==> src/source/wb_pkg.sv <==
package wb_pkg;

    // csr operation carried by an instruction
    typedef enum logic [1:0] {
        csr_none = 2'd0,
        csr_rd   = 2'd1,
        csr_wr   = 2'd2,
        csr_xchg = 2'd3
    } csr_op_t;

    localparam int csr_num_w  = 14;
    localparam int ecode_w    = 6;
    localparam int esubcode_w = 9;

    // implemented csr numbers
    localparam logic [csr_num_w-1:0] csr_crmd   = 14'h0000;
    localparam logic [csr_num_w-1:0] csr_prmd   = 14'h0001;
    localparam logic [csr_num_w-1:0] csr_estat  = 14'h0005;
    localparam logic [csr_num_w-1:0] csr_era    = 14'h0006;
    localparam logic [csr_num_w-1:0] csr_eentry = 14'h000c;
    localparam logic [csr_num_w-1:0] csr_save0  = 14'h0030;
    localparam logic [csr_num_w-1:0] csr_save1  = 14'h0031;
    localparam logic [csr_num_w-1:0] csr_save2  = 14'h0032;
    localparam logic [csr_num_w-1:0] csr_save3  = 14'h0033;

    // da set, plv 0, ie 0
    localparam logic [31:0] crmd_reset = 32'h0000_0008;

    // software writable bits
    localparam logic [31:0] crmd_wmask   = 32'h0000_000f;
    localparam logic [31:0] prmd_wmask   = 32'h0000_0007;
    localparam logic [31:0] estat_wmask  = 32'h0000_0003;
    localparam logic [31:0] eentry_wmask = 32'hffff_ffc0;

    // a few exception codes
    localparam logic [ecode_w-1:0] ecode_syscall = 6'h0b;
    localparam logic [ecode_w-1:0] ecode_break   = 6'h0c;
    localparam logic [ecode_w-1:0] ecode_ine     = 6'h0d;

endpackage

==> src/source/reg_file.sv <==
module reg_file (
    input  logic        clk,
    input  logic        rf_we,
    input  logic [4:0]  rf_waddr,
    input  logic [31:0] rf_wdata,
    input  logic [4:0]  rf_raddr1,
    input  logic [4:0]  rf_raddr2,
    output logic [31:0] rf_rdata1,
    output logic [31:0] rf_rdata2
);

    logic [31:0] regs [0:31];

    // r0 is never written
    always_ff @(posedge clk) begin
        if (rf_we && (rf_waddr != 5'd0)) begin
            regs[rf_waddr] <= rf_wdata;
        end
    end

    assign rf_rdata1 = (rf_raddr1 == 5'd0) ? 32'h0 : regs[rf_raddr1];
    assign rf_rdata2 = (rf_raddr2 == 5'd0) ? 32'h0 : regs[rf_raddr2];

endmodule

==> src/source/csr_file.sv <==
module csr_file
    import wb_pkg::*;
(
    input  logic                  clk,
    input  logic                  resetn,
    input  logic [csr_num_w-1:0]  csr_num,
    input  logic                  csr_we,
    input  logic [31:0]           csr_wmask,
    input  logic [31:0]           csr_wvalue,
    input  logic                  ex,
    input  logic                  ertn,
    input  logic [ecode_w-1:0]    ecode,
    input  logic [esubcode_w-1:0] esubcode,
    input  logic [31:0]           pc,
    output logic [31:0]           csr_rvalue,
    output logic [31:0]           ex_entry,
    output logic [31:0]           era_pc
);

    logic [31:0] crmd;
    logic [31:0] prmd;
    logic [31:0] estat;
    logic [31:0] era;
    logic [31:0] eentry;
    logic [31:0] save0;
    logic [31:0] save1;
    logic [31:0] save2;
    logic [31:0] save3;

    // keep bits outside the combined mask
    function automatic logic [31:0] merge(input logic [31:0] old_value,
                                          input logic [31:0] reg_wmask);
        logic [31:0] m;
        m = csr_wmask & reg_wmask;
        return (old_value & ~m) | (csr_wvalue & m);
    endfunction

    always_ff @(posedge clk) begin
        if (!resetn) begin
            crmd   <= crmd_reset;
            prmd   <= 32'h0;
            estat  <= 32'h0;
            era    <= 32'h0;
            eentry <= 32'h0;
            save0  <= 32'h0;
            save1  <= 32'h0;
            save2  <= 32'h0;
            save3  <= 32'h0;
        end else begin
            if (csr_we) begin
                case (csr_num)
                    csr_crmd:   crmd   <= merge(crmd, crmd_wmask);
                    csr_prmd:   prmd   <= merge(prmd, prmd_wmask);
                    csr_estat:  estat  <= merge(estat, estat_wmask);
                    csr_era:    era    <= merge(era, 32'hffff_ffff);
                    csr_eentry: eentry <= merge(eentry, eentry_wmask);
                    csr_save0:  save0  <= merge(save0, 32'hffff_ffff);
                    csr_save1:  save1  <= merge(save1, 32'hffff_ffff);
                    csr_save2:  save2  <= merge(save2, 32'hffff_ffff);
                    csr_save3:  save3  <= merge(save3, 32'hffff_ffff);
                    default: ;
                endcase
            end

            // exception entry saves plv and ie and drops to plv0 with ie off
            if (ex) begin
                prmd[2:0]   <= crmd[2:0];
                crmd[2:0]   <= 3'b000;
                estat[21:16] <= ecode;
                estat[30:22] <= esubcode;
                era         <= pc;
            end else if (ertn) begin
                // restore plv and ie
                crmd[2:0] <= prmd[2:0];
            end
        end
    end

    always_comb begin
        case (csr_num)
            csr_crmd:   csr_rvalue = crmd;
            csr_prmd:   csr_rvalue = prmd;
            csr_estat:  csr_rvalue = estat;
            csr_era:    csr_rvalue = era;
            csr_eentry: csr_rvalue = eentry;
            csr_save0:  csr_rvalue = save0;
            csr_save1:  csr_rvalue = save1;
            csr_save2:  csr_rvalue = save2;
            csr_save3:  csr_rvalue = save3;
            // unimplemented numbers
            default:    csr_rvalue = 32'h0;
        endcase
    end

    assign ex_entry = eentry;
    assign era_pc   = era;

endmodule

==> src/source/wb_stage.sv <==
module wb_stage
    import wb_pkg::*;
(
    input  logic                  clk,
    input  logic                  resetn,
    // from memory stage
    input  logic                  mem_valid,
    input  logic [31:0]           mem_pc,
    input  logic                  mem_rf_we,
    input  logic [4:0]            mem_rf_waddr,
    input  logic [31:0]           mem_rf_result,
    input  csr_op_t               mem_csr_op,
    input  logic [csr_num_w-1:0]  mem_csr_num,
    input  logic [31:0]           mem_csr_wvalue,
    input  logic [31:0]           mem_csr_mask,
    input  logic                  mem_ertn,
    input  logic                  mem_ex,
    input  logic [ecode_w-1:0]    mem_ecode,
    input  logic [esubcode_w-1:0] mem_esubcode,
    output logic                  wb_allowin,
    // csr file
    input  logic [31:0]           csr_rvalue,
    output logic [csr_num_w-1:0]  csr_num,
    output logic                  csr_we,
    output logic [31:0]           csr_wmask,
    output logic [31:0]           csr_wvalue,
    output logic                  csr_ex,
    output logic                  csr_ertn,
    output logic [ecode_w-1:0]    csr_ecode,
    output logic [esubcode_w-1:0] csr_esubcode,
    output logic [31:0]           wb_pc,
    // register file
    output logic                  rf_we,
    output logic [4:0]            rf_waddr,
    output logic [31:0]           rf_wdata,
    // flush and trace
    output logic                  wb_flush,
    output logic [31:0]           debug_wb_pc,
    output logic [3:0]            debug_wb_rf_we,
    output logic [4:0]            debug_wb_rf_wnum,
    output logic [31:0]           debug_wb_rf_wdata
);

    logic        wb_valid;
    logic        wb_rf_we_r;
    logic [31:0] wb_rf_result;
    csr_op_t     wb_csr_op;
    logic [31:0] wb_csr_mask;
    logic        wb_ertn_r;
    logic        wb_ex_r;
    logic        res_from_csr;

    // one cycle stage without back-pressure
    assign wb_allowin = 1'b1;

    always_ff @(posedge clk) begin
        if (!resetn) begin
            wb_valid <= 1'b0;
        end else begin
            wb_valid <= mem_valid;
        end
    end

    always_ff @(posedge clk) begin
        if (mem_valid) begin
            wb_pc        <= mem_pc;
            wb_rf_we_r   <= mem_rf_we;
            rf_waddr     <= mem_rf_waddr;
            wb_rf_result <= mem_rf_result;
            wb_csr_op    <= mem_csr_op;
            csr_num      <= mem_csr_num;
            csr_wvalue   <= mem_csr_wvalue;
            wb_csr_mask  <= mem_csr_mask;
            wb_ertn_r    <= mem_ertn;
            wb_ex_r      <= mem_ex;
            csr_ecode    <= mem_ecode;
            csr_esubcode <= mem_esubcode;
        end
    end

    // csr write enable and mask from the op
    assign csr_we    = wb_valid & ~wb_ex_r & ((wb_csr_op == csr_wr) | (wb_csr_op == csr_xchg));
    assign csr_wmask = (wb_csr_op == csr_xchg) ? wb_csr_mask : 32'hffff_ffff;

    assign csr_ex   = wb_valid & wb_ex_r;
    assign csr_ertn = wb_valid & wb_ertn_r;
    assign wb_flush = csr_ex | csr_ertn;

    // any csr op returns the old csr value
    assign res_from_csr = (wb_csr_op != csr_none);
    assign rf_wdata     = res_from_csr ? csr_rvalue : wb_rf_result;
    assign rf_we        = wb_valid & wb_rf_we_r & ~wb_ex_r;

    assign debug_wb_pc       = wb_pc;
    assign debug_wb_rf_we    = {4{rf_we}};
    assign debug_wb_rf_wnum  = rf_waddr;
    assign debug_wb_rf_wdata = rf_wdata;

endmodule

==> src/source/wb_top.sv <==
module wb_top
    import wb_pkg::*;
(
    input  logic                  clk,
    input  logic                  resetn,
    input  logic                  mem_valid,
    input  logic [31:0]           mem_pc,
    input  logic                  mem_rf_we,
    input  logic [4:0]            mem_rf_waddr,
    input  logic [31:0]           mem_rf_result,
    input  csr_op_t               mem_csr_op,
    input  logic [csr_num_w-1:0]  mem_csr_num,
    input  logic [31:0]           mem_csr_wvalue,
    input  logic [31:0]           mem_csr_mask,
    input  logic                  mem_ertn,
    input  logic                  mem_ex,
    input  logic [ecode_w-1:0]    mem_ecode,
    input  logic [esubcode_w-1:0] mem_esubcode,
    input  logic [4:0]            rf_raddr1,
    input  logic [4:0]            rf_raddr2,
    output logic                  wb_allowin,
    output logic [31:0]           rf_rdata1,
    output logic [31:0]           rf_rdata2,
    output logic [31:0]           debug_wb_pc,
    output logic [3:0]            debug_wb_rf_we,
    output logic [4:0]            debug_wb_rf_wnum,
    output logic [31:0]           debug_wb_rf_wdata,
    output logic                  wb_flush,
    output logic [31:0]           ex_entry,
    output logic [31:0]           era_pc
);

    logic [31:0]           csr_rvalue;
    logic [csr_num_w-1:0]  csr_num;
    logic                  csr_we;
    logic [31:0]           csr_wmask;
    logic [31:0]           csr_wvalue;
    logic                  csr_ex;
    logic                  csr_ertn;
    logic [ecode_w-1:0]    csr_ecode;
    logic [esubcode_w-1:0] csr_esubcode;
    logic [31:0]           wb_pc;
    logic                  rf_we;
    logic [4:0]            rf_waddr;
    logic [31:0]           rf_wdata;

    wb_stage u_wb_stage (
        .clk               (clk),
        .resetn            (resetn),
        .mem_valid         (mem_valid),
        .mem_pc            (mem_pc),
        .mem_rf_we         (mem_rf_we),
        .mem_rf_waddr      (mem_rf_waddr),
        .mem_rf_result     (mem_rf_result),
        .mem_csr_op        (mem_csr_op),
        .mem_csr_num       (mem_csr_num),
        .mem_csr_wvalue    (mem_csr_wvalue),
        .mem_csr_mask      (mem_csr_mask),
        .mem_ertn          (mem_ertn),
        .mem_ex            (mem_ex),
        .mem_ecode         (mem_ecode),
        .mem_esubcode      (mem_esubcode),
        .wb_allowin        (wb_allowin),
        .csr_rvalue        (csr_rvalue),
        .csr_num           (csr_num),
        .csr_we            (csr_we),
        .csr_wmask         (csr_wmask),
        .csr_wvalue        (csr_wvalue),
        .csr_ex            (csr_ex),
        .csr_ertn          (csr_ertn),
        .csr_ecode         (csr_ecode),
        .csr_esubcode      (csr_esubcode),
        .wb_pc             (wb_pc),
        .rf_we             (rf_we),
        .rf_waddr          (rf_waddr),
        .rf_wdata          (rf_wdata),
        .wb_flush          (wb_flush),
        .debug_wb_pc       (debug_wb_pc),
        .debug_wb_rf_we    (debug_wb_rf_we),
        .debug_wb_rf_wnum  (debug_wb_rf_wnum),
        .debug_wb_rf_wdata (debug_wb_rf_wdata)
    );

    csr_file u_csr_file (
        .clk        (clk),
        .resetn     (resetn),
        .csr_num    (csr_num),
        .csr_we     (csr_we),
        .csr_wmask  (csr_wmask),
        .csr_wvalue (csr_wvalue),
        .ex         (csr_ex),
        .ertn       (csr_ertn),
        .ecode      (csr_ecode),
        .esubcode   (csr_esubcode),
        .pc         (wb_pc),
        .csr_rvalue (csr_rvalue),
        .ex_entry   (ex_entry),
        .era_pc     (era_pc)
    );

    // read ports come straight from the decode side
    reg_file u_reg_file (
        .clk       (clk),
        .rf_we     (rf_we),
        .rf_waddr  (rf_waddr),
        .rf_wdata  (rf_wdata),
        .rf_raddr1 (rf_raddr1),
        .rf_raddr2 (rf_raddr2),
        .rf_rdata1 (rf_rdata1),
        .rf_rdata2 (rf_rdata2)
    );

endmodule

==> config.mk <==
export PLATFORM = sky130hd
export DESIGN_NAME = wb_top
export DESIGN_NICKNAME = d
export VERILOG_FILES = /design/src/source/wb_pkg.sv /design/src/source/reg_file.sv /design/src/source/csr_file.sv /design/src/source/wb_stage.sv /design/src/source/wb_top.sv
export SDC_FILE = /design/constraint.sdc
export NUM_CORES = 2
export LEC_CHECK = 0
export BUFFER_PORTS_ARGS = -buffer_cell sky130_fd_sc_hd__buf_2
export CAP_MARGIN = 25
export CORE_UTILIZATION = 25
export DETAILED_ROUTE_END_ITERATION = 7
export PLACE_DENSITY = 0.38
export SLEW_MARGIN = 15
export SYNTH_ARGS = -nofsm -noshare
export SYNTH_HDL_FRONTEND = slang
export SYNTH_SLANG_ARGS = --single-unit
==> constraint.sdc <==
create_clock -name clk -period 6.66 [get_ports clk]
set_input_delay 1.332 -clock clk [delete_from_list [all_inputs] [get_ports clk]]
set_output_delay 1.332 -clock clk [all_outputs]
set_load 0.05 [all_outputs]
# Word level (Yosys, flattened, before mapping)
# Memories as Yosys holds them, arrays and structs flattened.
# Cells that the tools add are included.
dict set report word_totals {
  input_bits 180
  elab_cells 118
  mem_count 1
  output_inout_bits 203
  mem_bits_rw 1024
  regBits 456
}
dict set report classes {
  mux 19
  n_bitwise 38
  eq_ne 10
  n_reduce_logical 25
}
# memory words word_bits read_ports rd_ports_with_merged_regs wr line
set mem_list {}
lappend mem_list {u_reg_file.regs 32 32 2 0 1 reg_file.sv:12} ;# logic [31:0] regs [0:31];
# cell n
set op_table {}
lappend op_table {{$and 32x32->32} 11}
lappend op_table {{$or 32x32->32} 9}
lappend op_table {{$pmux 32 s9} 1}
lappend op_table {{$mux 32} 7}
lappend op_table {{$not 32->32} 2}
lappend op_table {{$mux 31} 2}
lappend op_table {{$eq 14x6->1 const B} 4}
lappend op_table {{$and 32x2->32} 1}
lappend op_table {{$and 32x3->32} 1}
lappend op_table {{$and 32x4->32} 1}
lappend op_table {{$not 2->32} 1}
lappend op_table {{$not 3->32} 1}
lappend op_table {{$not 4->32} 1}
lappend op_table {{$eq 14x3->1 const B} 2}
lappend op_table {{$reduce_and 2->1} 12}
lappend op_table {{$mux 3} 6}
lappend op_table {{$mux 15} 1}
lappend op_table {{$eq 14x1->1 const B} 1}
lappend op_table {{$eq 14x4->1 const B} 1}
lappend op_table {{$logic_not 14->1} 1}
lappend op_table {{$reduce_bool 2->1} 7}
lappend op_table {{$logic_not 5->1} 2}
lappend op_table {{$and 1x1->1} 6}
lappend op_table {{$reduce_bool 5->1} 1}
lappend op_table {{other kinds (6)} 10}

# Longest topological paths before layout
dict set report depth {
  ltp_word 8
  ltp_mapped 9
  depth_no_buf 5
}

# Modules after synthesis
# A second synthesis with hierarchy kept.
dict set report unflattened {
  cells_unflattened 4219
  hier_area_um2 65202.5
}
# module seq_area_each_um2 n_inst area_per_inst_um2 cells_per_inst
set modules_own_cells {}
lappend modules_own_cells {reg_file 30749.5 1 47929.7 2564}
lappend modules_own_cells {csr_file 4204.0 1 11003.1 1334}
lappend modules_own_cells {wb_stage 5034.8 1 6269.8 321}

# Worst setup path before layout
# Ideal clock, no wire load.
dict set report synth_path {
  kind {input -> output}
  startpoint {in rf_raddr2[2]}
  endpoint {out rf_rdata2[14]}
  arrival_ns 4.823
  setup_slack_ns 0.505
  required_ns 5.328
  n_path_buf 4
  cell_stages 6
  path_cell_list {buf_4 buf_4 clkbuf_1 clkbuf_1 a21oi_1 a2111oi_0}
}
dict set report synth_via {
  elab_chain_len 2
  elab_cells_between_ends 3
  classes_between {mux (1); reduce/logical (1); memory (1)}
}
# item line
set synth_rtl {}
lappend synth_rtl {{start: declaration} wb_top.sv:20} ;# input logic [4:0] rf_raddr2,
lappend synth_rtl {{$mem_v2 32x32 or $logic_not 5->1 (tied branches)} --}
lappend synth_rtl {{$mux 32 (*)} reg_file.sv:22} ;# assign rf_rdata2 = (rf_raddr2 == 5'd0) ? 32'h0 : regs[rf_raddr2];
lappend synth_rtl {{end: declaration} wb_top.sv:23} ;# output logic [31:0] rf_rdata2,
# Every way passes the cells marked *; elsewhere a longest branch is shown, timed or not.

# Worst setup path in the final report
dict set report layout_path {
  startpoint {reg u_wb_stage.csr_num[9]}
  endpoint {out debug_wb_rf_wdata[9]}
}
dict set report layout_via {
  elab_chain_len 3
  elab_cells_between_ends 11
  classes_between {eq/ne (8); mux (2); reduce/logical (1)}
}
# item line
set layout_rtl {}
lappend layout_rtl {{start: declaration} wb_stage.sv:23} ;# output logic [csr_num_w-1:0] csr_num,
lappend layout_rtl {{start signal: assignment} wb_stage.sv:71} ;# csr_num <= mem_csr_num;
lappend layout_rtl {{$eq 14x6->1 (tied with other cells)} csr_file.sv:80} ;# case (csr_num)
lappend layout_rtl {{$pmux 32 s9 (*)} csr_file.sv:80}
lappend layout_rtl {{$mux 32 (*)} wb_stage.sv:91} ;# assign rf_wdata = res_from_csr ? csr_rvalue : wb_rf_result;
lappend layout_rtl {{end: declaration} wb_top.sv:27} ;# output logic [31:0] debug_wb_rf_wdata,
# Marks and branches as above.

==> impl_metrics.toml <==
[outcome]
status = "finished clean"

[finish]
layoutNonFillerInstCount = 7804
fill_cells = 25000
area_growth_pct = 20.4
drive_above_1_share = 0.321
nNetsFinal = 4489

[yosys]
yosys_warnings = 0
yosysTopAreaCell = "edfxtp_1"
yosysMostFrequentCell = "edfxtp_1"
synth.distinct_cells = 62
avgSynthCellArea_um2 = 16.6
synth_top_family_by_area = "multiplexers"
yosys.area_share.xor_xnor = 0
synthMuxAreaShare = 0.213
yosysTopAreaCellShare = 0.564
synthAdderAreaFrac = 0
synth_compound_area_frac = 0.0869
synth.area.top_cells = "edfxtp_1 (56%), mux4_2 (16%), dfxtp_1 (6.7%)"
netlist_top_cells_count = "edfxtp_1 (1191), mux4_2 (445), mux2i_1 (278)"
synthSimpleGateAreaFrac = 0.0418
synth_area_um2 = 63400
ys_async_sr_fraction = 0
synth_edf_count = 1191
synth_seq_cells = 1402
synth_flop_cell = "edfxtp_1"
ys_seq_area_frac = 0.630
netlist_instances = 3831

[pwr]
p_per_area_nw_per_um2 = 276
vdd_drop_max_uv = 287
total_power_w = 0.0211
p_leak_nw = 22.4

[die]
start_util = 0.252
rows = 184
die_h_um = 506
fp.dieW_um = 506
pin_count = 383
die_area_um2 = 256000
core_um2 = 252000

[critical_path]
crit-reg2reg-capture = "u_reg_file.regs[23][10]$_DFFE_PP_"
worstSetupPathType = "register to output pin"
end_kind = "output pin"
path_max_fanout = 11
required_ns = 5.33
r2r_cells = 4
r2r_start = "u_wb_stage.wb_ex_r$_DFFE_PP_"
r2r_slack_ns = 2.46
arrival_ns = 4.55
cp-start-kind = "register"

[timing]
hold_slack_ns = 0.467
slew_headroom = 0.221
hold_viol_final = 0
post-route-period-util = 0.883
rsz0062_at_grt = "false"
setup_violations = 0
finClkSkew_ns = 0.0936
period_minus_slack_ns = 5.88
max_freq_mhz = 170
fin_tns_setup_ns = 0
finalMaxSlewViolations = 0
worstMarginPinSlew_ns = 1.14

[grt]
grt.total_usage = 0.193
first_global_vias = 40900
grt_overflow = 0
grt_max_degree = 132
grtUsageMet2 = 0.318
busiest_layer = "met2"
grt.met3_usage = 0.0335
use_met1 = 0.263
grt_pass1_wl_um = 346000
antenna_found_initial = 13

[placement]
dp_hpwl_um = 163000
io_buffers = 375
finalWeightedCongestion = 0.789
placed_cells = 7484

[route]
dr.pass1.iters = 5
vias_per_cell = 5.13
wire_per_inst_um = 32.1
route.final.wire_length_um = 251000
antenna_left = 0
num_vias = 40000
first_iter_violations = 3442
drc = 0

[clock_tree]
htree_levels = 4
cts_buffers = 171
ctsHoldBuffers = 0
clock-root-buffer = "clkbuf_16"
post_cts_buffers = 0
clockBufferDepth = 3
insertion_delay_ns = 0.86
post_cts_resized = 0
clkSinkCount = 1402
clk_pin_slew_worst_paths_ns = 0.06
cts_tree = "done"

[hold_path]
hold_class = "register to register"
worstHoldEndpoint = "u_csr_file.estat[30]$_SDFFE_PN0P_"
worstHoldStart = "u_csr_file.estat[30]$_SDFFE_PN0P_"
hold_depth = 2

[job]
drv_cap = 0
## critical path, stage by stage (launching register included)
cell and delay (ns):
edfxtp_1 0.41, nor4_4 0.66, nand2_1 0.56, a211oi_2 0.90, a22o_1 0.89, buf_12 0.23
## where the power goes
part	switching, W	leakage [nW]	internal [W]
sequential	0.000110	11.0	0.00967
clock	0.00405	2.73	0.00538
combinational	0.00131	8.73	0.000565
## cells by family after synthesis
family | after synthesis
flops | 1402
other cells | 2
simple gates | 526
compound gates | 787
mux | 788
buf+inv | 326
## through the flow
| stage | utilization | setup WS [ns] | area, µm² |
|---|---|---|---|
| finish | 0.303 | 0.778 | 76400 |
| global route | 0.303 | 0.596 | 76400 |
| CTS | 0.303 | 0.746 | 76400 |
| detailed placement | 0.281 | 0.772 | 70700 |
| global placement | 0.280 | 0.564 | 70600 |
| floorplan | - | 0.505 | 63600 |
## placed cells by master, fill, tap and decap left out, drive strengths merged, types with 91 or more instances in the layout
master and n:
edfxtp 1191, buf 593, mux4 445, mux2i 278
clkbuf 214, dfxtp 211, nand2 172, a22oi 126
o21ai 100, o211ai 96, nor2 92, o31ai 91
## layout make-up
type | instances | area (µm²) | area share
diodes | 7 | 17.5 | 0.000229
clock buffers | 213 | 4520 | 0.0592
clock inverters | 100 | 1130 | 0.0147
multi-input cells | 2140 | 22400 | 0.293
flip-flops and latches | 1402 | 40000 | 0.523
well taps | 3348 | 4190 | 0.0548
repair buffers | 594 | 4170 | 0.0546
## routing by layer
layer | share of wire | up-vias | wire (µm)
met5 | 0.00028 | - | 70
met4 | 0.023 | 12 | 5700
met3 | 0.056 | 257 | 14000
met2 | 0.48 | 1331 | 120000
met1 | 0.44 | 21500 | 111000
li1 | - | 16900 | -
## how the worst max path moves through the flow
stage	startpoint	end	slack, ns	depth (start not counted)
floorplan	rf_raddr2[2]	rf_rdata2[14]	0.51	6
global placement	rf_raddr2[1]	rf_rdata2[16]	0.56	9
detailed placement	rf_raddr2[0]	rf_rdata2[2]	0.77	9
finish	u_wb_stage.csr_num[9]$_DFFE_PP_	debug_wb_rf_wdata[9]	0.78	5
CTS	u_wb_stage.csr_num[9]$_DFFE_PP_	debug_wb_rf_wdata[20]	0.75	5
global route	rf_raddr2[0]	rf_rdata2[2]	0.60	9
No activity file was read; power rests on OpenSTA's default activity.
